## src/source/rv_pkg.sv

```systemverilog
`default_nettype none

package rv_pkg;

    localparam int xlen = 32;

    typedef logic [xlen-1:0] word_t;
    typedef logic [xlen-1:0] pc_t;     // word address, not byte address
    typedef logic [4:0]      reg_addr_t;
    typedef logic [6:0]      opcode_t;
    typedef logic [2:0]      alu_op_t;

    localparam opcode_t opc_load   = 7'b0000011;
    localparam opcode_t opc_store  = 7'b0100011;
    localparam opcode_t opc_branch = 7'b1100011;
    localparam opcode_t opc_op     = 7'b0110011;
    localparam opcode_t opc_op_imm = 7'b0010011;

    localparam alu_op_t alu_add = 3'd0;
    localparam alu_op_t alu_sub = 3'd1;
    localparam alu_op_t alu_and = 3'd2;
    localparam alu_op_t alu_or  = 3'd3;
    localparam alu_op_t alu_xor = 3'd4;

    typedef struct packed {
        logic mem_read;
        logic mem_write;
        logic reg_write;
        logic branch;
        logic use_imm;   // alu operand b from immediate
        logic is_rtype;
    } ctrl_t;

    typedef struct packed {
        ctrl_t     ctrl;
        word_t     rs1_val;
        word_t     rs2_val;
        word_t     imm;
        pc_t       pc;
        reg_addr_t rd;
        logic [2:0] funct3;
        logic      funct7_5;
    } id_ex_t;

    typedef struct packed {
        logic      mem_read;
        logic      mem_write;
        logic      reg_write;
        word_t     alu_result;
        word_t     store_data;
        reg_addr_t rd;
    } ex_mem_t;

    typedef struct packed {
        logic      valid;
        reg_addr_t rd;
        word_t     data;
    } retire_t;

    typedef struct packed {
        logic  valid;
        word_t addr;
        word_t data;
    } store_t;

endpackage

`default_nettype wire

```

## src/source/fetch_stage.sv

```systemverilog
`timescale 1ns/1ps
`default_nettype none

module fetch_stage #(
    parameter int imem_words = 64
) (
    input  logic          clk,
    input  logic          reset,
    input  logic          imem_write,
    input  rv_pkg::pc_t   imem_addr,
    input  rv_pkg::word_t imem_data,
    input  logic          fetch_hold,
    input  logic          redirect,
    input  rv_pkg::pc_t   redirect_pc,
    output rv_pkg::word_t if_instr,
    output rv_pkg::pc_t   if_pc
);
    import rv_pkg::*;

    localparam int aw = $clog2(imem_words);

    word_t imem [imem_words];
    pc_t   pc_q;
    pc_t   fetch_pc;
    word_t fetch_word;

    // a taken branch fetches its target in the same cycle
    assign fetch_pc   = redirect ? redirect_pc : pc_q;
    assign fetch_word = imem[fetch_pc[aw-1:0]];

    always_ff @(posedge clk) begin
        if (imem_write) begin
            imem[imem_addr[aw-1:0]] <= imem_data;   // program load port
        end
    end

    // pc register and if/id
    always_ff @(posedge clk or posedge reset) begin
        if (reset) begin
            pc_q     <= '0;
            if_instr <= '0;   // opcode 0 decodes as nothing
            if_pc    <= '0;
        end else if (!fetch_hold) begin
            pc_q     <= fetch_pc + pc_t'(1);
            if_instr <= fetch_word;
            if_pc    <= fetch_pc;
        end
    end

endmodule

`default_nettype wire

```

## config.mk

```make
export PLATFORM = sky130hd
export DESIGN_NAME = fetch_stage
export DESIGN_NICKNAME = d
export VERILOG_FILES = /design/src/source/rv_pkg.sv /design/src/source/fetch_stage.sv
export SDC_FILE = /design/constraint.sdc
export NUM_CORES = 2
export LEC_CHECK = 0
export ABC_CLOCK_PERIOD_IN_PS = 4090
export BUFFER_PORTS_ARGS = -buffer_cell sky130_fd_sc_hd__buf_2
export CAP_MARGIN = 20
export CELL_PAD_IN_SITES_DETAIL_PLACEMENT = 1
export CELL_PAD_IN_SITES_GLOBAL_PLACEMENT = 1
export CORE_MARGIN = 8
export CORE_UTILIZATION = 33
export DETAILED_ROUTE_END_ITERATION = 6
export PLACE_DENSITY_LB_ADDON = 0.25
export SLEW_MARGIN = 20
export SYNTH_ARGS = -nofsm -noshare
export SYNTH_HDL_FRONTEND = slang
export SYNTH_SLANG_ARGS = --single-unit
```

## constraint.sdc

```tcl
create_clock -name clk -period 4.09 [get_ports clk]
set_input_delay 0.2045 -clock clk [delete_from_list [all_inputs] [get_ports clk]]
set_output_delay 0.2045 -clock clk [all_outputs]
set_load 0.1 [all_outputs]
```

; ---- Yosys cells after proc, flatten, opt, wreduce, memory -nomap -nowiden
; Memories as Yosys holds them, arrays and structs flattened. A register that Yosys moved wholly into a read port is not among the register bits.
; Cells that the tools add are included.
[totals]
reg_bits = 64
ramBits = 2048
input_bits = 101
out_inout_bits = 64
word_cells = 8
mem_count = 1
[memory_table]
columns = memory, words, width, rd, rd_ports_with_merged_regs, wr, line_no
row1 = imem, 64, 32, 1, 1, 1, fetch_stage.sv:22  ; word_t imem [imem_words];
[classes]
addsub = 1
mux = 3
n_reduce_logical = 1
[op_table]
columns = cell, count
row1 = $add A32 B1 Y32 const B, 1
row2 = $mux W32, 1
row3 = $mux W1, 2
row4 = $logic_not A1 Y1, 1

; ---- Longest topological paths before layout
[logic_depth]
ltp_word = 2
mapped_depth = 14
mapped_depth_nobuf = 9

; ---- Worst setup path after synthesis
; No wires, ideal clock.
[synth_path]
path_type = input-to-reg
from = input port imem_addr[5]
to = memory imem[48][0] in the netlist's numbering (enable)
setup_ns = 0.461
arrival_ns = 3.081
t_required_ns = 3.629
path_slack_ns = 0.548
cell_stages = 4
path_buffers = 1
path_cell_list = clkbuf_1 nand3_1 or3_1 nor3_1
[synth_lines]
columns = item, line_no
row1 = start: declaration, fetch_stage.sv:10  ; input rv_pkg::pc_t imem_addr,
row2 = end: declaration, fetch_stage.sv:22
; No word-level cell before the write port.

; ---- Final worst setup path
[layout_path]
from = register pc_q[1]
to = register pc_q[30]
[layout_between]
elab_chain_cells = 2
[layout_lines]
columns = item, line_no
row1 = start: declaration, fetch_stage.sv:23  ; pc_t pc_q;
row2 = start signal: assignment, fetch_stage.sv:44  ; pc_q <= fetch_pc + pc_t'(1);
row3 = $mux W32, fetch_stage.sv:28  ; assign fetch_pc = redirect ? redirect_pc : pc_q;
row4 = $add A32 B1 Y32, fetch_stage.sv:44
; No other way between the ends.
; A chain may end at the register's enable or synchronous reset.

==> flow_summary.yaml <==
worst_setup_path:
  endpoint_kind: "flop"
  crit_chain: "mux2i_4, inv_8, buf_12, ha_1, and2_1, and4_1, buf_4, nand2_1, nor2_1, mux2i_1, o211ai_1, dlygate4sd3_1"
  crit_start: "pc_q[1]"
  reg2reg_to: "pc_q[30]"
  cp_max_fo: 53
  startpoint_type: "flop"
  critPathCapture: "pc_q[30]"
  crit_type: "flop to flop"
  r2r_setup_slack_ns: 0.30
  worst_path_max_delay_cell: "dlygate4sd3_1"
  worst_ep_required_time_ns: 4.83
  reg2reg_from: "pc_q[1]"
  worstRegToRegCells: 12
  worst-endpoint-arrival_ns: 4.53
  crit_path_max_incr_delay_ns: 0.59
route:
  drc: 0
  drt_iter0_drc: 4784
  routedWlPerCell_um: 29.6
  drt_pass1_iterations: 5
  routed.top_layer: "met5"
  ant_nets: 0
  met2WireLength_um: 130000
  wl_met3_um: 13000
  wl_um: 267000
  wl_met1_um: 117000
  vias: 48700
  drt-vias-per-instance: 5.40
global_route:
  grt_pass1_wl_um: 380000
  grt_pass1_vias: 50500
  antenna_found_initial: 20
  grt_overflow: 0
  grt_max_degree: 111
  grt.total_usage: 0.192
min_path:
  worstHoldStart: "imem_data[30]"
  hp-class: "primary input to flop"
synth:
  ys_seq_area_frac: 0.760
  ys_warn_count: 0
  syn-cell-area_sq_um: 84100
  synth-async-reset-ratio: 0.0448
  ys_types: 66
  synth_edf_count: 2048
  syn_nets: 5184
  synth-seq-cells: 2144
  netlist_instances: 5082
  ys.flop_type: "edfxtp_1"
  avgSynthCellArea_sq_um: 16.5
timing:
  fin_worst_skew_ns: 0.0420
  finalHoldViolations: 0
  drv_slew: 0
  rsz0062_at_grt: "no"
  min_period_ns: 3.79
  fmax_ghz: 0.264
  maxSlewHeadroom: 0.250
  fin_crit_sh: 0.927
  setup_violations: 0
  tightest_slew_ns: 1.12
  setup_tns_ns: 0
  fin_ws_ns: 0.298
layout:
  fin_nets: 5561
  drive_above_1_share: 0.200
  multi_input_comb_area_sq_um: 19200
  areaGrowthSynthToFinish_pct: 17.3
  nFillCells: 25300
  final_util: 0.389
  regArea_sq_um: 63900
  finalNonFillerCells: 9019
flow_run:
  max-cap-violations: 0
clock_tree:
  cts_max_level: 4
  cts_buffer_depth: 3
  worstSkewPairLatency_ns: 0.87
  numCtsBuffers: 222
  cts_setup_buffers: 0
  cts_tree: "built"
  clk_pin_slew_ns: 0.06
  cts_root_buf: "clkbuf_16"
  cts_num_sinks: 2144
power:
  pwr-share-seq: 0.471
  power.share.combinational: 0.151
  worst_ir_drop_vdd_uv: 439
  power_switching_uw: 14200
  p_sw_frac: 0.271
  p_total_uw: 52300
  power.density_nw_per_um2: 530
  internal_power_uw: 38100
  clkPwrFrac: 0.378
  leakage_uw: 0.0320
floorplanning:
  io_pins: 165
  coreArea_sq_um: 254000
  dieArea_sq_um: 271000
  die_w_um: 521
  row_count: 185
  start_util: 0.332
  die_y_um: 521
placed_design:
  dp.cells: 8540
  hpwl_um: 156000
  gp_congestion: 0.761
  portBuffers: 138
  dp_slack_ns: 0.331
outcome:
  status: "completed"
==> through the flow <==
| stage | instance area (sq um) | hold slack, ns |
|---|---|---|
| 4_1_cts | 98600 | 0.00626 |
| 5_1_grt | 98700 | 0.0516 |
| 3_5_place_dp | 91000 | 0.472 |
| 6_report | 98700 | 0.0640 |
| 2_1_floorplan | 84100 | 0.303 |
| 3_3_place_gp | 91000 | 0.461 |
==> flip-flops by register name, summed over array words and instances, names as in the netlist <==
signal / cells
pc_q: 32
imem: 2048
if_pc: 32
if_instr: 32
==> kinds of logic after synthesis <==
group | count (synthesis) | synth area share
and+or+nand+nor | 1676 | 0.0875
AOI/OAI and AO/OA | 524 | 0.0453
DFF | 2144 | 0.760
xor gates and xnor gates | 28 | 0.00292
muxes | 359 | 0.0856
adders and majority gates | 1 | 0.000149
buffers and inverters | 350 | 0.0187
==> worst min path at each step <==
stage	cells past startpoint	to	slack, ns
floorplan	0	imem[0][0]	0.30
CTS	4	imem[63][0]	0.006
finish	2	imem[15][30]	0.06
global placement	2	if_pc[7]	0.46
detailed placement	2	if_pc[16]	0.47
global route	4	imem[63][0]	0.05
==> power groups by stage <==
stage / sequential, uW / combinational (uW) / clock (uW)
after floorplan: 26000 / 3850 / 0
after global placement: 25100 / 7820 / 0
after detailed placement: 25100 / 7910 / 0
after CTS: 24700 / 7990 / 20200
after global routing: 24700 / 8370 / 20900
final: 24700 / 7870 / 19800
==> placed cells by master, fill, tap and decap left out, drive strengths merged, types with 60 or more instances in the layout <==
cell and instances:
edfxtp 2048, nand2 962, buf 419, nand3 403, mux4 285, clkbuf 274, a21oi 137, a311oi 117
clkinv 103, nor2 101, dfrtp 96, o21ai 69, dlygate4sd3 61, and3 60
==> cell usage after synthesis (all sizes together), types with 9 or more instances <==
master / n / share of area
nand2b: 36 / 0.0027
buf: 162 / 0.010
o211ai: 9 / 0.00086
mux2: 20 / 0.0028
xor2: 11 / 0.0011
o221ai: 29 / 0.0030
o21ai: 69 / 0.0042
a22o: 31 / 0.0032
nand2: 962 / 0.043
a32o: 30 / 0.0036
mux2i: 54 / 0.0065
a311oi: 117 / 0.012
xnor2: 17 / 0.0018
dfrtp: 96 / 0.029
and3: 60 / 0.0045
clkbuf: 165 / 0.0074
nor2: 101 / 0.0045
a21oi: 137 / 0.0082
a32oi: 11 / 0.0011
nor2b: 21 / 0.0016
mux4: 285 / 0.076
o2111ai: 29 / 0.0030
inv: 23 / 0.0010
nand3: 403 / 0.024
nand4: 33 / 0.0026
a22oi: 36 / 0.0036
nor3: 19 / 0.0011
edfxtp: 2048 / 0.73
nand3b: 11 / 0.00098
==> routing by layer <==
layer,vias up,global-route usage
met3,344,0.0230
met2,1378,0.323
li1,20600,-
met5,-,0
met1,26300,0.267
met4,4,0.0485
==> repair_timing <==
item / CTS / global route
resized for setup: 0 / 0
hold buffers: 61 / 0
hold endpoints to repair: 611 / 0
==> area by class of cell <==
type,count,area share
flip-flops and latches,2144,0.648
multi-input cells,2588,0.195
clock buffers,274,0.0595
well taps,3366,0.0427
repair buffers,480,0.0423
clock inverters,134,0.0116
inverters,23,0.00105
diodes,10,0.000254
==> critical path: cells and delay by family, from the launching register on <==
kind / cells / cell delay (ns)
buffers and inverters: 4 / 1.53
and+or+nand+nor: 4 / 0.70
DFF: 1 / 0.58
muxes: 2 / 0.39
adders and majority gates: 1 / 0.33
AOI/OAI and AO/OA: 1 / 0.11
No activity file was read; power rests on OpenSTA's default activity.
