### src/source/rv_pkg.sv
`default_nettype none

package rv_pkg;

    localparam int xlen = 32;

    typedef logic [xlen-1:0] word_t;
    typedef logic [xlen-1:0] pc_t;     // word address, not byte address
    typedef logic [4:0]      reg_addr_t;
    typedef logic [6:0]      opcode_t;
    typedef logic [2:0]      alu_op_t;

    localparam opcode_t opc_load   = 7'b0000011;
    localparam opcode_t opc_store  = 7'b0100011;
    localparam opcode_t opc_branch = 7'b1100011;
    localparam opcode_t opc_op     = 7'b0110011;
    localparam opcode_t opc_op_imm = 7'b0010011;

    localparam alu_op_t alu_add = 3'd0;
    localparam alu_op_t alu_sub = 3'd1;
    localparam alu_op_t alu_and = 3'd2;
    localparam alu_op_t alu_or  = 3'd3;
    localparam alu_op_t alu_xor = 3'd4;

    typedef struct packed {
        logic mem_read;
        logic mem_write;
        logic reg_write;
        logic branch;
        logic use_imm;   // alu operand b from immediate
        logic is_rtype;
    } ctrl_t;

    typedef struct packed {
        ctrl_t     ctrl;
        word_t     rs1_val;
        word_t     rs2_val;
        word_t     imm;
        pc_t       pc;
        reg_addr_t rd;
        logic [2:0] funct3;
        logic      funct7_5;
    } id_ex_t;

    typedef struct packed {
        logic      mem_read;
        logic      mem_write;
        logic      reg_write;
        word_t     alu_result;
        word_t     store_data;
        reg_addr_t rd;
    } ex_mem_t;

    typedef struct packed {
        logic      valid;
        reg_addr_t rd;
        word_t     data;
    } retire_t;

    typedef struct packed {
        logic  valid;
        word_t addr;
        word_t data;
    } store_t;

endpackage

`default_nettype wire

### src/source/decode_stage.sv
`timescale 1ns/1ps
`default_nettype none

module decode_stage (
    input  logic              clk,
    input  logic              reset,
    input  rv_pkg::word_t     if_instr,
    input  rv_pkg::pc_t       if_pc,
    input  rv_pkg::reg_addr_t ex_rd,
    input  rv_pkg::reg_addr_t mem_rd,
    input  logic              ex_reg_write,
    input  logic              mem_reg_write,
    input  rv_pkg::retire_t   retire,
    output logic              fetch_hold,
    output rv_pkg::id_ex_t    id_ex
);
    import rv_pkg::*;

    opcode_t   opcode;
    reg_addr_t rs1;
    reg_addr_t rs2;
    reg_addr_t rd;
    ctrl_t     ctrl;
    word_t     imm;
    word_t     rs1_data;
    word_t     rs2_data;
    logic      known_op;
    logic      use_rs2;
    logic      branch_ex;
    logic      data_stall;
    logic      bubble;

    // source still waiting on an older write
    function automatic logic pending(input reg_addr_t r);
        logic hit;
        hit = (ex_reg_write && r == ex_rd) || (mem_reg_write && r == mem_rd)
              || (retire.valid && r == retire.rd);
        return (r != '0) && hit;
    endfunction

    assign opcode = if_instr[6:0];
    assign rd     = if_instr[11:7];
    assign rs1    = if_instr[19:15];
    assign rs2    = if_instr[24:20];

    register_file u_regs (
        .clk      (clk),
        .reset    (reset),
        .rs1      (rs1),
        .rs2      (rs2),
        .retire   (retire),
        .rs1_data (rs1_data),
        .rs2_data (rs2_data)
    );

    always_comb begin
        ctrl     = '0;
        known_op = 1'b1;
        case (opcode)
            opc_load: begin
                ctrl.mem_read  = 1'b1;
                ctrl.reg_write = 1'b1;
                ctrl.use_imm   = 1'b1;
            end
            opc_store: begin
                ctrl.mem_write = 1'b1;
                ctrl.use_imm   = 1'b1;
            end
            opc_op_imm: begin
                ctrl.reg_write = 1'b1;
                ctrl.use_imm   = 1'b1;
            end
            opc_op: begin
                ctrl.reg_write = 1'b1;
                ctrl.is_rtype  = 1'b1;
            end
            opc_branch: ctrl.branch = 1'b1;
            default: known_op = 1'b0;   // unknown words act as no-ops
        endcase
    end

    always_comb begin
        case (opcode)
            opc_store:  imm = {{20{if_instr[31]}}, if_instr[31:25], if_instr[11:7]};
            opc_branch: imm = {{19{if_instr[31]}}, if_instr[31], if_instr[7],
                               if_instr[30:25], if_instr[11:8], 1'b0};
            default:    imm = {{20{if_instr[31]}}, if_instr[31:20]};
        endcase
    end

    assign use_rs2 = ctrl.is_rtype | ctrl.mem_write | ctrl.branch;

    // if/id still holds the branch that is now in ex, so it must not issue twice
    assign branch_ex  = id_ex.ctrl.branch;
    assign data_stall = known_op && !branch_ex
                        && (pending(rs1) || (use_rs2 && pending(rs2)));
    assign bubble     = data_stall || branch_ex;
    assign fetch_hold = data_stall || (ctrl.branch && !branch_ex);

    always_ff @(posedge clk or posedge reset) begin
        if (reset) begin
            id_ex <= '0;
        end else if (bubble) begin
            id_ex <= '0;
        end else begin
            id_ex <= '{ctrl: ctrl, rs1_val: rs1_data, rs2_val: rs2_data, imm: imm,
                       pc: if_pc, rd: rd, funct3: if_instr[14:12],
                       funct7_5: if_instr[30]};
        end
    end

endmodule

`default_nettype wire

### src/source/register_file.sv
`timescale 1ns/1ps
`default_nettype none

module register_file (
    input  logic              clk,
    input  logic              reset,
    input  rv_pkg::reg_addr_t rs1,
    input  rv_pkg::reg_addr_t rs2,
    input  rv_pkg::retire_t   retire,
    output rv_pkg::word_t     rs1_data,
    output rv_pkg::word_t     rs2_data
);
    import rv_pkg::*;

    word_t regs [1:31];   // no storage behind x0

    always_ff @(posedge clk or posedge reset) begin
        if (reset) begin
            for (int i = 1; i < 32; i++) begin
                regs[i] <= '0;
            end
        end else if (retire.valid) begin
            regs[retire.rd] <= retire.data;   // valid implies rd != 0
        end
    end

    // no write bypass, decode covers the wb stage
    assign rs1_data = (rs1 == '0) ? '0 : regs[rs1];
    assign rs2_data = (rs2 == '0) ? '0 : regs[rs2];

endmodule

`default_nettype wire

### config.mk
export PLATFORM = sky130hd
export DESIGN_NAME = decode_stage
export DESIGN_NICKNAME = d
export VERILOG_FILES = /design/src/source/rv_pkg.sv /design/src/source/decode_stage.sv /design/src/source/register_file.sv
export SDC_FILE = /design/constraint.sdc
export NUM_CORES = 2
export LEC_CHECK = 0
export BUFFER_PORTS_ARGS = -buffer_cell sky130_fd_sc_hd__buf_2
export CAP_MARGIN = 20
export CORE_MARGIN = 2
export CORE_UTILIZATION = 30
export DETAILED_ROUTE_END_ITERATION = 8
export PLACE_DENSITY = 0.43
export RECOVER_POWER = 25
export SLEW_MARGIN = 0
export SYNTH_ARGS = -nofsm -noshare
export SYNTH_HDL_FRONTEND = slang
export SYNTH_SLANG_ARGS = --single-unit
### constraint.sdc
create_clock -name clk -period 98.3 [get_ports clk]
set_input_delay 0 -clock clk [delete_from_list [all_inputs] [get_ports clk]]
set_output_delay 0 -clock clk [all_outputs]
set_load 0.05 [all_outputs]
**Word-level counts from Yosys, hierarchy flattened**

Cells that the tools add are included.

- RAM bits: 0
- Memories: 0
- Bits in read-only memories: 0
- Input bits: 116
- Bits in latches: 0
- Register bits after elaboration: 1135

- Equality and inequality tests: 11
- Multiply operators: 0
- Div/mod/pow operators: 0
- Add/sub/neg operators: 0
- Reductions and logical operators: 28
- Shift-type cells: 0
- $lt $le $gt $ge: 4
- Mux-type cells: 20
- Bitwise logic cells: 5

Operators with widths:

| cell | number |
|---|---|
| 992-bit bitwise mux | 1 |
| 32-bit binary-select mux with 5-bit select | 2 |
| 32-bit 2-to-1 mux | 7 |
| 32-bit demux with 5-bit select | 1 |
| 143-bit 2-to-1 mux | 1 |
| 5-bit equality test | 6 |
| 12-bit one-hot mux with 2 select lines | 1 |
| 6-bit >= comparator, second input constant | 3 |
| 5-bit inverter with 6-bit output | 3 |
| 7-bit by 6-bit equality test with 1-bit output, second input constant | 2 |
| 1-bit logical AND | 13 |
| 5-bit zero test | 2 |
| 5-bit nonzero test | 2 |
| 7-bit by 2-bit equality test with 1-bit output, second input constant | 1 |
| 7-bit by 5-bit equality test with 1-bit output, second input constant | 1 |
| 7-bit equality test, second input constant | 1 |
| 1-bit logical OR | 7 |
| 1-bit 2-to-1 mux | 7 |
| 6-bit by 1-bit less-than comparator with 1-bit output, second input constant | 1 |
| 3-bit OR reduction | 2 |
| 5-bit OR reduction | 1 |
| 1-bit OR | 2 |
| 1-bit zero test | 1 |

**Depth between registers and ports, before layout**

- Depth in word-level cells: 10
- Depth in mapped cells: 10

**By module**

Synthesis repeated with hierarchy kept, for this count alone.

- Cells, all modules: 4136
- Area, all modules: 58466.1 µm²

By module, submodules not included:

| module | cells each | instances | sequential area each (µm²) | area each (µm²) |
|---|---|---|---|---|
| register_file | 3751 | 1 | 24823.8 | 53420.0 |
| decode_stage | 385 | 1 | 3078.0 | 5046.1 |

**Least setup slack after synthesis**

OpenSTA, ideal clock, no wires.

- Path type: input-to-reg
- Start: input if_instr[15]
- End: register id_ex[120] in the netlist's numbering
- Cell stages on the path: 8
- Data arrival time: 1.658 ns
- Setup slack: 96.521 ns
- Library setup time: 0.120 ns
- Data required time: 98.180 ns
- Cell sequence: buf_2 > buf_6 > buf_6 > buf_2 > mux4_2 > a22oi_1 > nand3_1 > o211a_1

- Longest elaborated chain between the ends: 9
- Elaborated cells on any way between the ends: 20
- Those cells by class: eq/ne (3); mux (5); bitwise (1); reduce/logical (11)

RTL lines:

| element | RTL line | RTL |
|---|---|---|
| from (decl) | decode_stage.sv:7 | `input rv_pkg::word_t if_instr,` |
| parallel branches: the longest is 8 deep, another holds 32-bit binary-select mux with 5-bit select | - |  |
| 143-bit 2-to-1 mux (*) | decode_stage.sv:103 | `end else if (bubble) begin` |
| to (signal assigned) | decode_stage.sv:106 | `id_ex <= '{ctrl: ctrl, rs1_val: rs1_data, rs2_val: rs2_data, imm: imm,` |
| to (decl) | decode_stage.sv:15 | `output rv_pkg::id_ex_t id_ex` |

Every way passes the cells marked *. The select of a mux whose other input is x is not followed.
A chain may end at the register's enable or synchronous reset.

==> results.py <==
metrics = {
    "clock_tree": {
        "clk_pin_slew_ps": 60,
        "htreeDepth": 4,
        "root_buffer": "clkbuf_16",
        "clock_path_buffers": 3,
        "cts_resized": 0,
        "clk_latency_ps": 800,
        "cts_buffers": 140,
        "cts_tree": "done",
        "clock_sinks": 1115,
    },
    "grt": {
        "grt_max_degree": 128,
        "grt_pass1_wl_um": 302000,
        "grt_use_total": 0.218,
        "antenna_found_initial": 10,
        "grt.overflow.total": 0,
        "grt_pass1_vias": 38500,
    },
    "routing": {
        "dr.first_iter.drc_count": 2679,
        "detail-route-antenna-nets": 0,
        "wl_um": 212000,
        "viasPerCell": 5.56,
        "routedWlPerCell_um": 32.0,
        "drc_errors": 0,
        "vias": 36900,
        "drt-pass1-iter-count": 5,
    },
    "place": {
        "pre_cts_ws_ps": 93440,
        "port_buffers": 259,
        "hpwl_um": 115000,
        "gp_congestion": 0.746,
    },
    "synth": {
        "synth_cell_types": 58,
        "ys_warn_count": 0,
        "synth-edff-count": 0,
        "synthCells": 3807,
        "avgSynthCellArea_um2": 15.1,
        "syn_nets": 3923,
        "synth_area_um2": 57400,
        "ys_seq_area_frac": 0.486,
        "async_flop_share": 1.00,
        "synth_flop_cell": "dfrtp_1",
        "yosys_register_bits": 1115,
    },
    "cells_and_area": {
        "syn2layout_area_growth_pct": 16.4,
        "fin_nets": 4122,
        "drive_gt1_frac": 0.515,
        "final_cell_mix": "dfrtp_1 (1114), mux2_2 (1086), mux4_2 (444)",
        "final_common_cell": "dfrtp_1",
    },
    "worst_setup_path": {
        "slowest_delay_ps": 2660,
        "cpMostUsedCell": "buf_4",
        "crit_required_ps": 99260,
        "slowest_stage": "clkinvlp_2",
        "arrival_ps": 7910,
        "critPathLaunchType": "input pin",
        "worstPathMaxFanout": 98,
        "endpoint_kind": "async pin",
        "worstPathCellList": "dlygate4sd3_1, buf_2, dlygate4sd3_1, clkinvlp_2, buf_4, buf_4, buf_4, buf_4, buf_4, buf_16",
        "crit_buf_inv": 10,
        "path_class": "input pin to async pin",
        "cp_top_family": "buffers and inverters",
    },
    "power": {
        "pwr-share-seq": 0.430,
        "combPwrFrac": 0.199,
        "peakVddDrop_v": 0.0000187,
        "p_sw_frac": 0.284,
        "p_leak_uw": 0.0283,
        "pwr-share-clk": 0.372,
        "p_int_uw": 1010,
        "power-per-cell-area_nw_per_um2": 21.2,
        "power_switching_uw": 401,
    },
    "sta": {
        "tns_ps": 0,
        "worst_pin_slew_ps": 4890,
        "fmax_mhz": 144,
        "period_needed_ps": 6950,
        "rsz0062_at_grt": "no",
        "layout_worst_path_cycle_share": 0.0707,
        "fin_skew_ps": 35.7,
        "slew_violations": 645,
        "relSlewSlack": -2.26,
        "hold_violations": 0,
        "worst_slack_ps": 91350,
        "setup_violations": 0,
    },
    "die": {
        "initial_core_util": 0.302,
        "num_rows": 160,
        "die_w_um": 441,
        "pin_count": 260,
        "die_h_um": 441,
        "die_area_um2": 195000,
        "core_um2": 190000,
    },
    "status": {
        "violations": "capacitance limit, slew limit",
        "status": "finished with violations",
    },
    "min_path": {
        "min_path_type": "input pin to flip-flop",
    },
    "run": {
        "drv_cap": 22,
    },
}
==> area by class of cell <==
cell class,instances,area (um^2)
Sequential cell,1115,27900
Multi-Input combinational cell,2250,27500
Antenna cell,3,7.51
Clock inverter,41,532
Tap cell,2511,3140
Inverter,6,36.3
Fill cell,18400,123000
Clock buffer,209,4110
Timing Repair Buffer,493,3550
==> power groups by stage <==
stage,clock network [uW],logic (uW),registers [uW]
after detailed placement,0,279,613
final,526,281,607
after floorplan,0,202,612
after global routing,558,301,619
after global placement,0,275,613
after CTS,540,284,606
==> worst register-to-register path: stages, from the launching register on <==
cell and delay, ps:
dfrtp_4 630, buf_4 420, a21oi_1 260, o21ai_2 120, o22ai_4 790, buf_4 540, nor4_1 110, dlygate4sd3_1 570
==> per-layer routing <==
| metal | global-route usage | vias to the layer above | wire length [um] |
|---|---|---|---|
| li1 | - | 15200 | - |
| met2 | 0.376 | 907 | 107000 |
| met5 | 0 | - | 13 |
| met4 | 0.0551 | 2 | 5070 |
| met1 | 0.289 | 20500 | 92200 |
| met3 | 0.0269 | 267 | 7790 |
==> synth_stat cells (all sizes together) (2+ instances only) <==
| library cell | n | area share |
|---|---|---|
| nand2 | 45 | 0.0029 |
| o211a | 3 | 0.00052 |
| a2111oi | 47 | 0.0077 |
| o32ai | 2 | 0.00031 |
| nor2b | 8 | 0.0010 |
| xor2 | 16 | 0.0024 |
| nor2 | 79 | 0.0052 |
| a22oi | 29 | 0.0038 |
| nand3b | 5 | 0.00065 |
| nor3 | 67 | 0.0058 |
| mux2 | 1099 | 0.22 |
| a211oi | 56 | 0.0073 |
| nand2b | 2 | 0.00022 |
| a22o | 47 | 0.0072 |
| and2 | 53 | 0.0058 |
| a31oi | 2 | 0.00022 |
| buf | 243 | 0.025 |
| xnor2 | 14 | 0.0021 |
| nand4 | 3 | 0.00033 |
| mux4 | 444 | 0.17 |
| and3 | 6 | 0.00065 |
| dfrtp | 1115 | 0.49 |
| o21a | 4 | 0.00052 |
| nor4 | 8 | 0.00087 |
| a221oi | 96 | 0.015 |
| o21ai | 12 | 0.0011 |
| a21boi | 8 | 0.0010 |
| a221o | 3 | 0.00052 |
| o22ai | 21 | 0.0024 |
| mux2i | 36 | 0.0063 |
| nor3b | 4 | 0.00052 |
| clkbuf | 193 | 0.013 |
| nand3 | 13 | 0.0011 |
| inv | 5 | 0.00033 |
| a21oi | 7 | 0.00061 |
==> flip-flops by register name (all words and copies together) (netlist names) <==
register,cells
u_regs.regs,992
id_ex,122
branch_ex,1
==> timing repair <==
item / CTS / global route
hold buffers: 144 / 0
setup buffers: 0 / 0
hold endpoints to repair: 1159 / 0
==> path summary, 6_finish.rpt <==
check	start	end	slack (ps)	depth (start not counted)
max reg2reg	branch_ex$_DFF_PP0_	id_ex[140]$_DFF_PP0_	94740	7
max in group clk	if_instr[21]	fetch_hold	93840	11
min	if_instr[22]	id_ex[43]$_DFF_PP0_	60	4
min reg2reg	u_regs.regs[253]$_DFFE_PP0P_	u_regs.regs[253]$_DFFE_PP0P_	510	1
min in group asynchronous	reset	id_ex[2]$_DFF_PP0_	1770	4
max	reset	u_regs.regs[325]$_DFFE_PP0P_	91350	10
==> per-stage QoR <==
stage | cells | cell area [um^2] | hold slack (ps) | power [uW] | utilization
floorplan | 3807 | 57400 | 70.9 | 815 | -
global placement | 6226 | 60800 | 198 | 887 | 0.320
detailed placement | 6227 | 60800 | 197 | 892 | 0.320
CTS | 6621 | 66900 | 2.92 | 1430 | 0.352
global route | 6625 | 66800 | 43.7 | 1480 | 0.351
finish | 6628 | 66800 | 60.3 | 1410 | 0.351
==> logic make-up after synthesis <==
kind of cell | after synthesis | synth area share
mux | 1579 | 0.396
flops | 1115 | 0.486
buf+inv | 442 | 0.0382
compound gates | 342 | 0.0487
simple gates | 299 | 0.0260
xor+xnor | 30 | 0.00458
No activity file was read; power rests on OpenSTA's default activity.
