===== src/source/rv_pkg.sv =====
`default_nettype none

package rv_pkg;

    localparam int xlen = 32;

    typedef logic [xlen-1:0] word_t;
    typedef logic [xlen-1:0] pc_t;     // word address, not byte address
    typedef logic [4:0]      reg_addr_t;
    typedef logic [6:0]      opcode_t;
    typedef logic [2:0]      alu_op_t;

    localparam opcode_t opc_load   = 7'b0000011;
    localparam opcode_t opc_store  = 7'b0100011;
    localparam opcode_t opc_branch = 7'b1100011;
    localparam opcode_t opc_op     = 7'b0110011;
    localparam opcode_t opc_op_imm = 7'b0010011;

    localparam alu_op_t alu_add = 3'd0;
    localparam alu_op_t alu_sub = 3'd1;
    localparam alu_op_t alu_and = 3'd2;
    localparam alu_op_t alu_or  = 3'd3;
    localparam alu_op_t alu_xor = 3'd4;

    typedef struct packed {
        logic mem_read;
        logic mem_write;
        logic reg_write;
        logic branch;
        logic use_imm;   // alu operand b from immediate
        logic is_rtype;
    } ctrl_t;

    typedef struct packed {
        ctrl_t     ctrl;
        word_t     rs1_val;
        word_t     rs2_val;
        word_t     imm;
        pc_t       pc;
        reg_addr_t rd;
        logic [2:0] funct3;
        logic      funct7_5;
    } id_ex_t;

    typedef struct packed {
        logic      mem_read;
        logic      mem_write;
        logic      reg_write;
        word_t     alu_result;
        word_t     store_data;
        reg_addr_t rd;
    } ex_mem_t;

    typedef struct packed {
        logic      valid;
        reg_addr_t rd;
        word_t     data;
    } retire_t;

    typedef struct packed {
        logic  valid;
        word_t addr;
        word_t data;
    } store_t;

endpackage

`default_nettype wire


===== src/source/execute_stage.sv =====
`timescale 1ns/1ps
`default_nettype none

module execute_stage (
    input  logic            clk,
    input  logic            reset,
    input  rv_pkg::id_ex_t  id_ex,
    output logic            redirect,
    output rv_pkg::pc_t     redirect_pc,
    output rv_pkg::ex_mem_t ex_mem
);
    import rv_pkg::*;

    alu_op_t alu_op;
    word_t   alu_b;
    word_t   alu_result;
    logic    take;

    // alu control, only r-type looks at funct fields
    always_comb begin
        alu_op = alu_add;
        if (id_ex.ctrl.is_rtype) begin
            case (id_ex.funct3)
                3'b000:  alu_op = id_ex.funct7_5 ? alu_sub : alu_add;
                3'b111:  alu_op = alu_and;
                3'b110:  alu_op = alu_or;
                3'b100:  alu_op = alu_xor;
                default: alu_op = alu_add;
            endcase
        end
    end

    assign alu_b = id_ex.ctrl.use_imm ? id_ex.imm : id_ex.rs2_val;

    always_comb begin
        case (alu_op)
            alu_add: alu_result = id_ex.rs1_val + alu_b;
            alu_sub: alu_result = id_ex.rs1_val - alu_b;
            alu_and: alu_result = id_ex.rs1_val & alu_b;
            alu_or:  alu_result = id_ex.rs1_val | alu_b;
            alu_xor: alu_result = id_ex.rs1_val ^ alu_b;
            default: alu_result = '0;
        endcase
    end

    // unsigned compares for lt and gt
    always_comb begin
        case (id_ex.funct3)
            3'b000:  take = (id_ex.rs1_val == id_ex.rs2_val);
            3'b001:  take = (id_ex.rs1_val != id_ex.rs2_val);
            3'b100:  take = (id_ex.rs1_val < id_ex.rs2_val);
            3'b101:  take = (id_ex.rs1_val > id_ex.rs2_val);
            default: take = 1'b0;
        endcase
    end

    assign redirect    = id_ex.ctrl.branch && take;
    assign redirect_pc = id_ex.pc + pc_t'($signed(id_ex.imm) >>> 2);   // byte offset to words

    always_ff @(posedge clk or posedge reset) begin
        if (reset) begin
            ex_mem <= '0;
        end else begin
            ex_mem <= '{mem_read: id_ex.ctrl.mem_read, mem_write: id_ex.ctrl.mem_write,
                        reg_write: id_ex.ctrl.reg_write, alu_result: alu_result,
                        store_data: id_ex.rs2_val, rd: id_ex.rd};
        end
    end

endmodule

`default_nettype wire


===== config.mk =====
export PLATFORM = sky130hd
export DESIGN_NAME = execute_stage
export DESIGN_NICKNAME = d
export VERILOG_FILES = /design/src/source/rv_pkg.sv /design/src/source/execute_stage.sv
export SDC_FILE = /design/constraint.sdc
export NUM_CORES = 1
export LEC_CHECK = 0
export BUFFER_PORTS_ARGS = -buffer_cell sky130_fd_sc_hd__buf_4
export CAP_MARGIN = 5
export CORE_UTILIZATION = 25
export CTS_BUF_LIST = sky130_fd_sc_hd__clkbuf_16
export DETAILED_ROUTE_END_ITERATION = 8
export PLACE_DENSITY = 0.43
export SLEW_MARGIN = 30
export SYNTH_ARGS = -nofsm -noshare
export SYNTH_HDL_FRONTEND = slang
export SYNTH_SLANG_ARGS = --single-unit
export TNS_END_PERCENT = 50

===== constraint.sdc =====
create_clock -name clk -period 2.6 [get_ports clk]
set_input_delay 0.26 -clock clk [delete_from_list [all_inputs] [get_ports clk]]
set_output_delay 0.26 -clock clk [all_outputs]
set_load 0.01 [all_outputs]

## Yosys cells after proc, flatten, opt, wreduce, memory -nomap -nowiden

Index checks and enable logic that the tools add are counted.

- Bits in registers: 72
- Output and inout bits: 105
- Word-level logic and storage cells: 34

- Add/sub/neg operators: 3
- Order comparisons: 2
- Equality and inequality tests: 11
- Mux-type cells: 6
- Bitwise operators: 3
- Reductions and logical operators: 3

Operator list:

| kind | count |
|---|---|
| one-hot mux 32 bit (5 select lines) | 1 |
| adder 32 bit | 2 |
| AND 32 bit | 1 |
| equality test 32 bit | 1 |
| > comparator 32 bit | 1 |
| less-than comparator 32 bit | 1 |
| two-way mux 32 bit | 1 |
| != test 32 bit | 1 |
| OR 32 bit | 1 |
| subtractor 32 bit | 1 |
| XOR 32 bit | 1 |
| equality test 3 bit (second input constant) | 5 |
| one-hot mux 3 bit (4 select lines) | 1 |
| equality test 3 x 1 -> 1 bit (second input constant) | 2 |
| equality test 3 x 2 -> 1 bit (second input constant) | 2 |
| logical NOT 3 bit | 2 |
| one-hot mux 1 bit (4 select lines) | 1 |
| two-way mux 3 bit | 1 |
| logical AND 1 bit | 1 |
| two-way mux 1 bit | 1 |

## Longest topological paths before layout

Gate-level depths: netlist of the first run.

- Depth in word-level cells: 5
- Gate-level depth with buffers: 20
- Gate-level depth less buffers: 18

## Worst setup path after synthesis of the first run

Ideal clock, no wire load.

- Path kind: input port to flip-flop
- From: in id_ex[138] in the netlist's numbering
- To: reg ex_mem[66] in the netlist's numbering
- Library setup time: 136 ps
- Arrival time: 3556 ps
- Setup slack: -1092 ps
- Stages: 18
- Buffers on the path: 2
- Cells stage by stage: buf_6 > mux2i_2 > ha_1 > nand2_1 > or2_1 > nor4_2 > a21oi_1 > xnor2_1 > ha_1 > clkbuf_1 > a21o_1 > a21o_1 > a21o_1 > a21oi_1 > o31ai_1 > a211oi_1 > xor2_1 > o21ai_0

- Longest elaborated chain between the ends: 3
- Elaborated cells between the ends (all ways): 7

RTL lines:

| element | line | RTL |
|---|---|---|
| from (decl) | execute_stage.sv:7 | `input rv_pkg::id_ex_t id_ex,` |
| two-way mux 32 bit * | execute_stage.sv:33 | `assign alu_b = id_ex.ctrl.use_imm ? id_ex.imm : id_ex.rs2_val;` |
| subtractor 32 bit, or another cell as far along | execute_stage.sv:38 | `alu_sub: alu_result = id_ex.rs1_val - alu_b;` |
| one-hot mux 32 bit (5 select lines) * | execute_stage.sv:36 | `case (alu_op)` |
| via alu_result[29] | execute_stage.sv:16 | `word_t alu_result;` |
| to (signal assigned) | execute_stage.sv:64 | `ex_mem <= '{mem_read: id_ex.ctrl.mem_read, mem_write: id_ex.ctrl.mem_write,` |
| to (decl) | execute_stage.sv:10 | `output rv_pkg::ex_mem_t ex_mem` |

The timed path passes the listed nets; every way through them passes the cells marked *.

## Worst setup path after layout of the first run

- From: in id_ex[138] in the netlist's numbering
- To: reg ex_mem[61] in the netlist's numbering

Same word-level chain as after synthesis.

==> results, run 1 <==
- The most flop-heavy register is ex_mem.
- The smallest setup slack after layout is -0.709 ns.
- The largest single stage delay on the critical path is 0.40 ns.
- The placeable core area is 32800 µm².
- After the first detailed-routing iteration, the DRC count stood at just over 300.
- The count of state elements after synthesis is 72.
- The number of max-slew violations in the final report is 0.
- The share of final-layout standard cells stronger than drive strength 1 is between 50% and 60%.
- Global routing used ~20% of the available tracks across all layers.
- Dividing total power by cell area gives a power density of approximately 420 nW/µm².
- The number of antenna violations at the first check in global routing is 1.
- The slowest cell on the critical path is ha_1.
- The number of placement rows is 66.
- The area growth from synthesis to final layout is 79.3%.
- In this run the deepest clock path goes through 2 buffers.
- In the synthesized netlist the async set-or-reset flop fraction comes to 100%.
- The H-tree was split into 3 levels.
- The dominant synthesized flop cell is dfrtp_1.
- The reported max-cap violation count is 0.
- Entering global routing, the biggest net connects 41 pins.
- Synthesis handed over a netlist of 964 instances.
- The critical path is of the in2reg type.
- The time the final worst path needs with I/O delays and setup is 3.31 ns.
- The number of vias after detailed routing is 9229.
- The critical path endpoint category is a flop.
- The largest registers in the layout are ex_mem (72).
- The clock input transition at the sequential cells of the worst setup and hold paths is 0.07 ns.
- The library cells used most frequently in the layout, excluding fill and tap cells, are 563 x buf_4, 139 x ha_1, 106 x inv_1.
- The cell area after synthesis is 8380 µm².
- Traced cell by cell, the critical path runs through buf_16 > mux2i_4 > ha_2 > nand2_2 > or2_4 > nor4_4 > buf_4 > a21oi_2 > xnor2_1 > ha_1 > buf_4 > buf_6 > nand2_4 > a21oi_2 > nor2b_1 > a41oi_2 > buf_6 > a31oi_4 > o21bai_1 > xnor2_1 > o21ai_1.
- Setup repair after global routing could not meet its margin everywhere.
- Port buffering added approximately 250 buffers.
- 0 antenna diodes ended up in the layout.
- The total design power is 6.25 mW.
- Measured along the y axis, the die boundary spans 185 µm.
- The kind of path behind the tightest hold check is in2async.
- Wires add up to between 30000 and 40000 µm.
- Across the whole layout, storage elements account for around 1800 µm².
- After routing, the total negative slack on setup checks comes to -14.61 ns.
- The number of global-route vias before repair came to between 9000 and 10000.
- The worst pin sits at a relative slew slack of 51.8%.
- Synthesis produced a netlist with a net count of 1271.
- The static leakage power is ~7.5 nW.
- A synthesized cell averages 8.69 µm².
- After legalization and detailed placement, the total HPWL measured 27800 µm.
- STA puts the critical path data arrival time at between 3 and 4 ns.
- For this run, the register share of the synthesized area comes to 21.5%.
- The register with the most flip-flops in the layout has 72 of them.
- The number of top-level pins is 250.
- The area enclosed by the die boundary is 34200 µm².
- The tree is rooted in a clkbuf_16.
- Yosys printed 0 warnings.
- The final layout contains 1869 nets.
- The total of endpoints with negative setup slack in the final report is 39.
- The total overflow reported by the global router is 0.
- Counting the buffers created by CTS gives 9.
- The worst endpoint required time is 2.83 ns.
- The highest fanout seen on the critical path is 6.
- In this run, distinct cell masters in the synthesized netlist total between 60 and 70.
- The final reports fail on hold timing, setup timing.
- The synthesized design contains 0 enable-type register cells.
- The clock drives between 70 and 80 sinks.
- In the final routed layout, each cell accounts on average for 16.9 µm.
- The leading cell type in the layout, fill and taps excluded is buf_4.
- The multi-input combinational cells in the finished layout cover a total of 7070 µm².
- VDD sags by at most 0.000323 V.
- The flow ran to the end, but the final reports show violations.
- The highest attainable clock frequency is 302 MHz.
- The number of nets with antenna violations after detailed routing is 0.
- For the pin with the worst max-slew slack, the measured transition is ~0.72 ns.
- Using the TritonRoute via totals, the vias-per-cell ratio works out to about 4.6.
- In the routed design, unresolved DRC markers number 0.
- On the final layout, the worst hold slack is -0.0172 ns.
- In the finished design, the share of the clock period the worst path needs comes to 127%.
- The clock tree from TritonCTS is done.
- The placer's final routability congestion estimate is 0.869.
- The first-pass detailed-route iteration total is 4.
- The width of the die is 185 µm.
- The initial utilization of the core area, before any placement, comes to 25.6%.
- The final hold violation count is 11.
- The layout has 3231 filler cells.
- The element type at the critical path start is a primary input.
- The first global-routing pass estimated ~50000 µm of wire.
[kinds of logic after synthesis]
group	Yosys count	synth area share (%)
AO/OA/AOI/OAI	283	22.7
AND/OR/NAND/NOR	189	11.7
adder cells (fa/ha/maj)	162	24.4
buffers and inverters	142	6.66
XOR/XNOR	87	9.18
flip-flops	72	21.5
multiplexers	29	3.88
[cell type report]
| type | instances | share of cell area (%) |
|---|---|---|
| sequential | 72 | 12.0 |
| clock inverter | 7 | 0.575 |
| tap | 442 | 3.68 |
| timing repair buffer | 613 | 32.2 |
| inverter | 116 | 2.94 |
| multi-input combinational | 750 | 47.1 |
| clock buffer | 9 | 1.50 |
[layer usage]
layer / track usage [%] / vias up / share of wire [%]
met3: 2.97 / 30 / 3.7
met5: 0 / - / 0
met4: 4.83 / 0 / 1.7
met2: 37.3 / 170 / 53
met1: 22.9 / 4355 / 42
li1: - / 4674 / -
[cells in the mapped netlist, types with 9 or more instances]
cell type	number	area, µm²
dfrtp_1	72	1800
nor3_1	15	75.1
mux2i_1	22	220
inv_1	115	432
clkbuf_1	21	78.8
o21ai_0	43	215
a21oi_1	67	335
o21a_1	15	113
ha_1	160	2000
a22oi_1	26	195
nor2_1	53	199
nand4_1	14	87.6
xor2_1	22	193
a21o_1	36	270
nor2b_1	9	56.3
a31oi_1	12	75.1
o221ai_1	23	201
nand3_1	12	60.1
xnor2_1	64	561
nand2_1	45	169
[report_power, final]
group / leakage, nW / internal, mW / total [mW] / switching (mW)
Combinational: 6.48 / 1.86 / 3.49 / 1.62
Clock: 0.153 / 0.833 / 1.40 / 0.566
Sequential: 0.846 / 1.29 / 1.36 / 0.0651
Total: 7.47 / 3.99 / 6.25 / 2.26
[final timing paths]
kind                         endpoint  startpoint  slack, ns  depth (start not counted)
min in group clk           ex_mem[24]   id_ex[92]       0.03                          1
max in group asynchronous  ex_mem[26]       reset       1.92                          3
min                         ex_mem[7]       reset      -0.02                          2
max                        ex_mem[61]  id_ex[138]      -0.71                         21
[critical path, delay by kind of cell]
family | cells | cell delay (ns)
adders and majority gates | 2 | 0.65
AOI/OAI and AO/OA | 6 | 0.72
muxes | 1 | 0.26
xor gates and xnor gates | 2 | 0.26
and+or+nand+nor | 5 | 0.65
buffers and inverters | 5 | 0.70
[what timing repair did]
action / CTS / global route
hold endpoints to repair: 10 / 0
hold buffers: 10 / 0
cloned: 1 / 0
resized for setup: 169 / 81
pin swaps: 99 / 58
buffers inserted: 18 / 10
endpoints found under the setup margin: 48 / 45
[through the flow]
step | utilization (%) | worst slack [ns] | hold WS [ns] | instance area [µm²] | instances
after floorplan | - | -0.865 | 0.291 | 8480 | 964
after global placement | 40.4 | -1.56 | 0.369 | 13200 | 1955
after detailed placement | 40.4 | -1.61 | 0.372 | 13200 | 1955
after CTS | 44.5 | -0.716 | 0.00334 | 14600 | 1999
after global routing | 45.8 | -0.867 | 0.0141 | 15000 | 2009
final | 45.8 | -0.709 | -0.0172 | 15000 | 2009
Power figures use the tool's default switching activity.
==> run 2: changes to the inputs <==
Settings changed: REMOVE_ABC_BUFFERS set to 1.
==> results, run 2 (same netlist as run 1, synthesis figures left out) <==
- The number of vias after detailed routing is 9185 (-0.48%).
- The highest attainable clock frequency was 303 MHz (+0.24%).
- The number of DRC markers in iteration 0 came to 403 (+30%).
- The share of final-layout standard cells stronger than drive strength 1 is 50.6% (-0.48 points).
- The area enclosed by the die boundary is 34200 µm² (unchanged).
- The maximum buffer depth of the clock tree is 2 (unchanged).
- The number of diodes added for antenna fixing came to 0 (unchanged).
- The number of top-level pins is 250 (unchanged).
- The largest net degree at the start of global routing came to 39 (-4.9%).
- The overall global routing resource usage was 19.6% (-0.084 points).
- The detail-routed net length per standard cell is 16.9 µm (-0.26%).
- The total overflow reported by the global router is 0 (unchanged).
- The total of endpoints with negative setup slack in the final report is 39 (unchanged).
- The clock input transition at the sequential cells of the worst setup and hold paths was 0.07 ns (about the same).
- The final hold violation count was 15 (+4).
- The net switching fraction of the power is 35.6% (-0.50 points).
- The time the final worst path needs with I/O delays and setup was 3.30 ns (-0.00783 ns).
- The classification of the worst setup path is in2reg.
- The number of filler instances in the final layout was 3256 (+0.77%).
- The placeable core area is 32800 µm² (unchanged).
- The number of buffers inserted by port buffering is 249 (unchanged).
- The number of nets with antenna violations after detailed routing is 0 (unchanged).
- The library cell used most frequently in the layout, excluding fill and tap cells, is buf_4.
- The final design utilization came to 45.6% (-0.23 points).
- The number of flip-flops in the largest register was 72 (unchanged).
- The most critical setup path has its startpoint at id_ex[138].
- The most flop-heavy register is ex_mem.
- The placer's final routability congestion estimate came to 0.879 (+1.2%).
- The final net count came to 1862 (-0.37%).
- The placed standard-cell area was 13100 µm² (-1.2%).
- The final routed DRC violation total is 0 (unchanged).
- The count of clock tree sinks is 72 (unchanged).
- The element type at the critical path start is a primary input.
- The area growth from synthesis to final layout is 78.4%.
- The critical path endpoint category is a flop.
- The proportion of power drawn by the clock network is 23.9% (+1.5 points).
- The top cell types in the final layout, fill and taps aside, are 558 x buf_4, 144 x ha_1, 104 x inv_1.
- The flow ran to the end, but the final reports show violations.
- The number of global-route vias before repair is 9502 (-0.042%).
- The number of placement rows is 66 (unchanged).
- The count of non-filler cells in the finished layout is 2002 (-0.35%).
- The final clock period utilization by the worst path was 127% (-0.30 points).
- The worst endpoint required time came to 2.83 ns (about the same).
- The highest fanout seen on the critical path is 7 (+1).
- The width of the die is 185 µm (unchanged).
- The number of buffers created by CTS came to 9 (unchanged).
- The cell count after placement is 1944 (-0.56%).
- TritonCTS built the clock tree.
- The summed area of non-filler cells in the final layout is 14900 µm² (-0.50%).
- The post-route worst hold slack is -0.0173 ns (-0.000114 ns).
- The transition at the pin with the smallest max-transition slack is 0.707 ns (-0.0157 ns).
- The cell-internal power is 4.07 mW (+1.9%).
- The maximum level of the CTS H-tree came to 3 (unchanged).
- The register share of total power is 21.7% (about the same).
- The estimated wirelength of the detail-placed design is 27600 µm (-0.66%).
- The relative slew slack is 52.9% (+1.0 points).
- The tightest min-delay check is of the in2async type.
- The static leakage power is 7.45 nW (-0.33%).
- The switching power summed over all nets is 2.25 mW (-0.32%).
- The height of the chip is 185 µm (unchanged).
- The master cell of the clock root buffer is clkbuf_16.
- The total power divided by cell area is 423 nW/µm² (+1.6%).
- The smallest setup slack after layout was -0.701 ns (+0.00783 ns).
- The first-pass detailed-route iteration total was 6 (+2).
- The worst path arrival time was 3.53 ns (about the same).
- The detailed-route vias per instance is 4.59 (-0.13%).
- The combinational fraction of design power is 54.4% (-1.4 points).
- The number of max-slew violations in the final report is 0 (unchanged).
- The starting utilization of the core area was 25.6% (unchanged).
- The post-placement worst setup slack came to -1.59 ns (+0.0166 ns).
- The first-pass GRT wire length was 51400 µm (+1.1%).
- The highest ir drop seen on vdd is 0.000310 V (-3.8%).
- Setup repair after global routing could not meet its margin everywhere.
- The wire length after detailed routing came to 33800 µm (-0.60%).
- The reported max-cap violation count is 0 (unchanged).
- In the final layout, the registers with the most flip-flops are ex_mem (72).
- The final reports fail on hold timing, setup timing.
- The number of antenna violations at the first check in global routing is 0 (-1).
[run 2: changes by cell type in the layout (fill, tap and decap cells not counted), moves of 4 or more]
cell,before,now
buf_4,563,558
ha_1,139,144
buf_6,34,30
mux2i_2,7,3
nor3_2,7,11
o21ai_1,14,18
o221ai_1,16,20
o221ai_2,7,3
[run 2: worst paths after layout]
check	to	cells after the start
setup / recovery	ex_mem[63]	17
hold / removal	ex_mem[1]	2
max in group asynchronous	ex_mem[42]	3
min in group clk	ex_mem[30]	1
[run 2: power groups by stage]
stage          Combinational (mW)  Sequential [mW]  Clock [mW]
2_1_floorplan                1.29             1.46           0
3_3_place_gp                 3.01             1.39           0
3_5_place_dp                 3.03             1.39           0
4_1_cts                      3.27             1.37        1.56
5_1_grt                      3.75             1.39        1.59
6_report                     3.44             1.37        1.51
[run 2: what timing repair did]
action / in CTS / in global routing
setup endpoints to repair: 49 / 46
gates cloned: 1 / 0
pin swaps: 86 / 95
hold endpoints to repair: 9 / 1
hold buffers: 9 / 1
buffers inserted: 19 / 13
gates resized for setup: 130 / 131
[run 2: layout make-up]
cell class / instances / area [µm²] / area share [%]
multi-input cells: 750 / 7020 / 47.0
repair buffers: 606 / 4790 / 32.0
flip-flops and latches: 72 / 1800 / 12.1
well taps: 442 / 553 / 3.70
inverters: 116 / 439 / 2.94
clock buffers: 9 / 225 / 1.51
clock inverters: 7 / 119 / 0.795
[run 2: per-layer routing]
layer | part of all wire (%) | routed length (µm) | track usage, % | vias up
met5 | 0 | 0 | 0 | -
met4 | 1.4 | 463 | 4.69 | 0
met3 | 3.9 | 1300 | 2.52 | 28
met2 | 47 | 15800 | 32.9 | 173
met1 | 48 | 16200 | 26.5 | 4326
li1 | - | - | - | 4658
[run 2: stage by stage]
stage	setup TNS, ns	total power, mW
6_report	-15.57	6.32
5_1_grt	-21.50	6.73
4_1_cts	-17.24	6.20
3_5_place_dp	-41.38	4.42
3_3_place_gp	-40.22	4.41
2_1_floorplan	-39.92	2.75
[run 2: worst max-delay path, stage by stage]
cell and delay [ns]:
buf_16 0.13, buf_12 0.14, mux2i_4 0.26, nand3_4 0.15, nor4_4 0.36, nand3_2 0.20
o21ai_1 0.19, xnor2_1 0.15, ha_1 0.33, a21oi_2 0.27, buf_4 0.15, a41oi_2 0.16
buf_4 0.18, a31oi_4 0.24, buf_6 0.14, xor2_2 0.11, o221ai_1 0.10
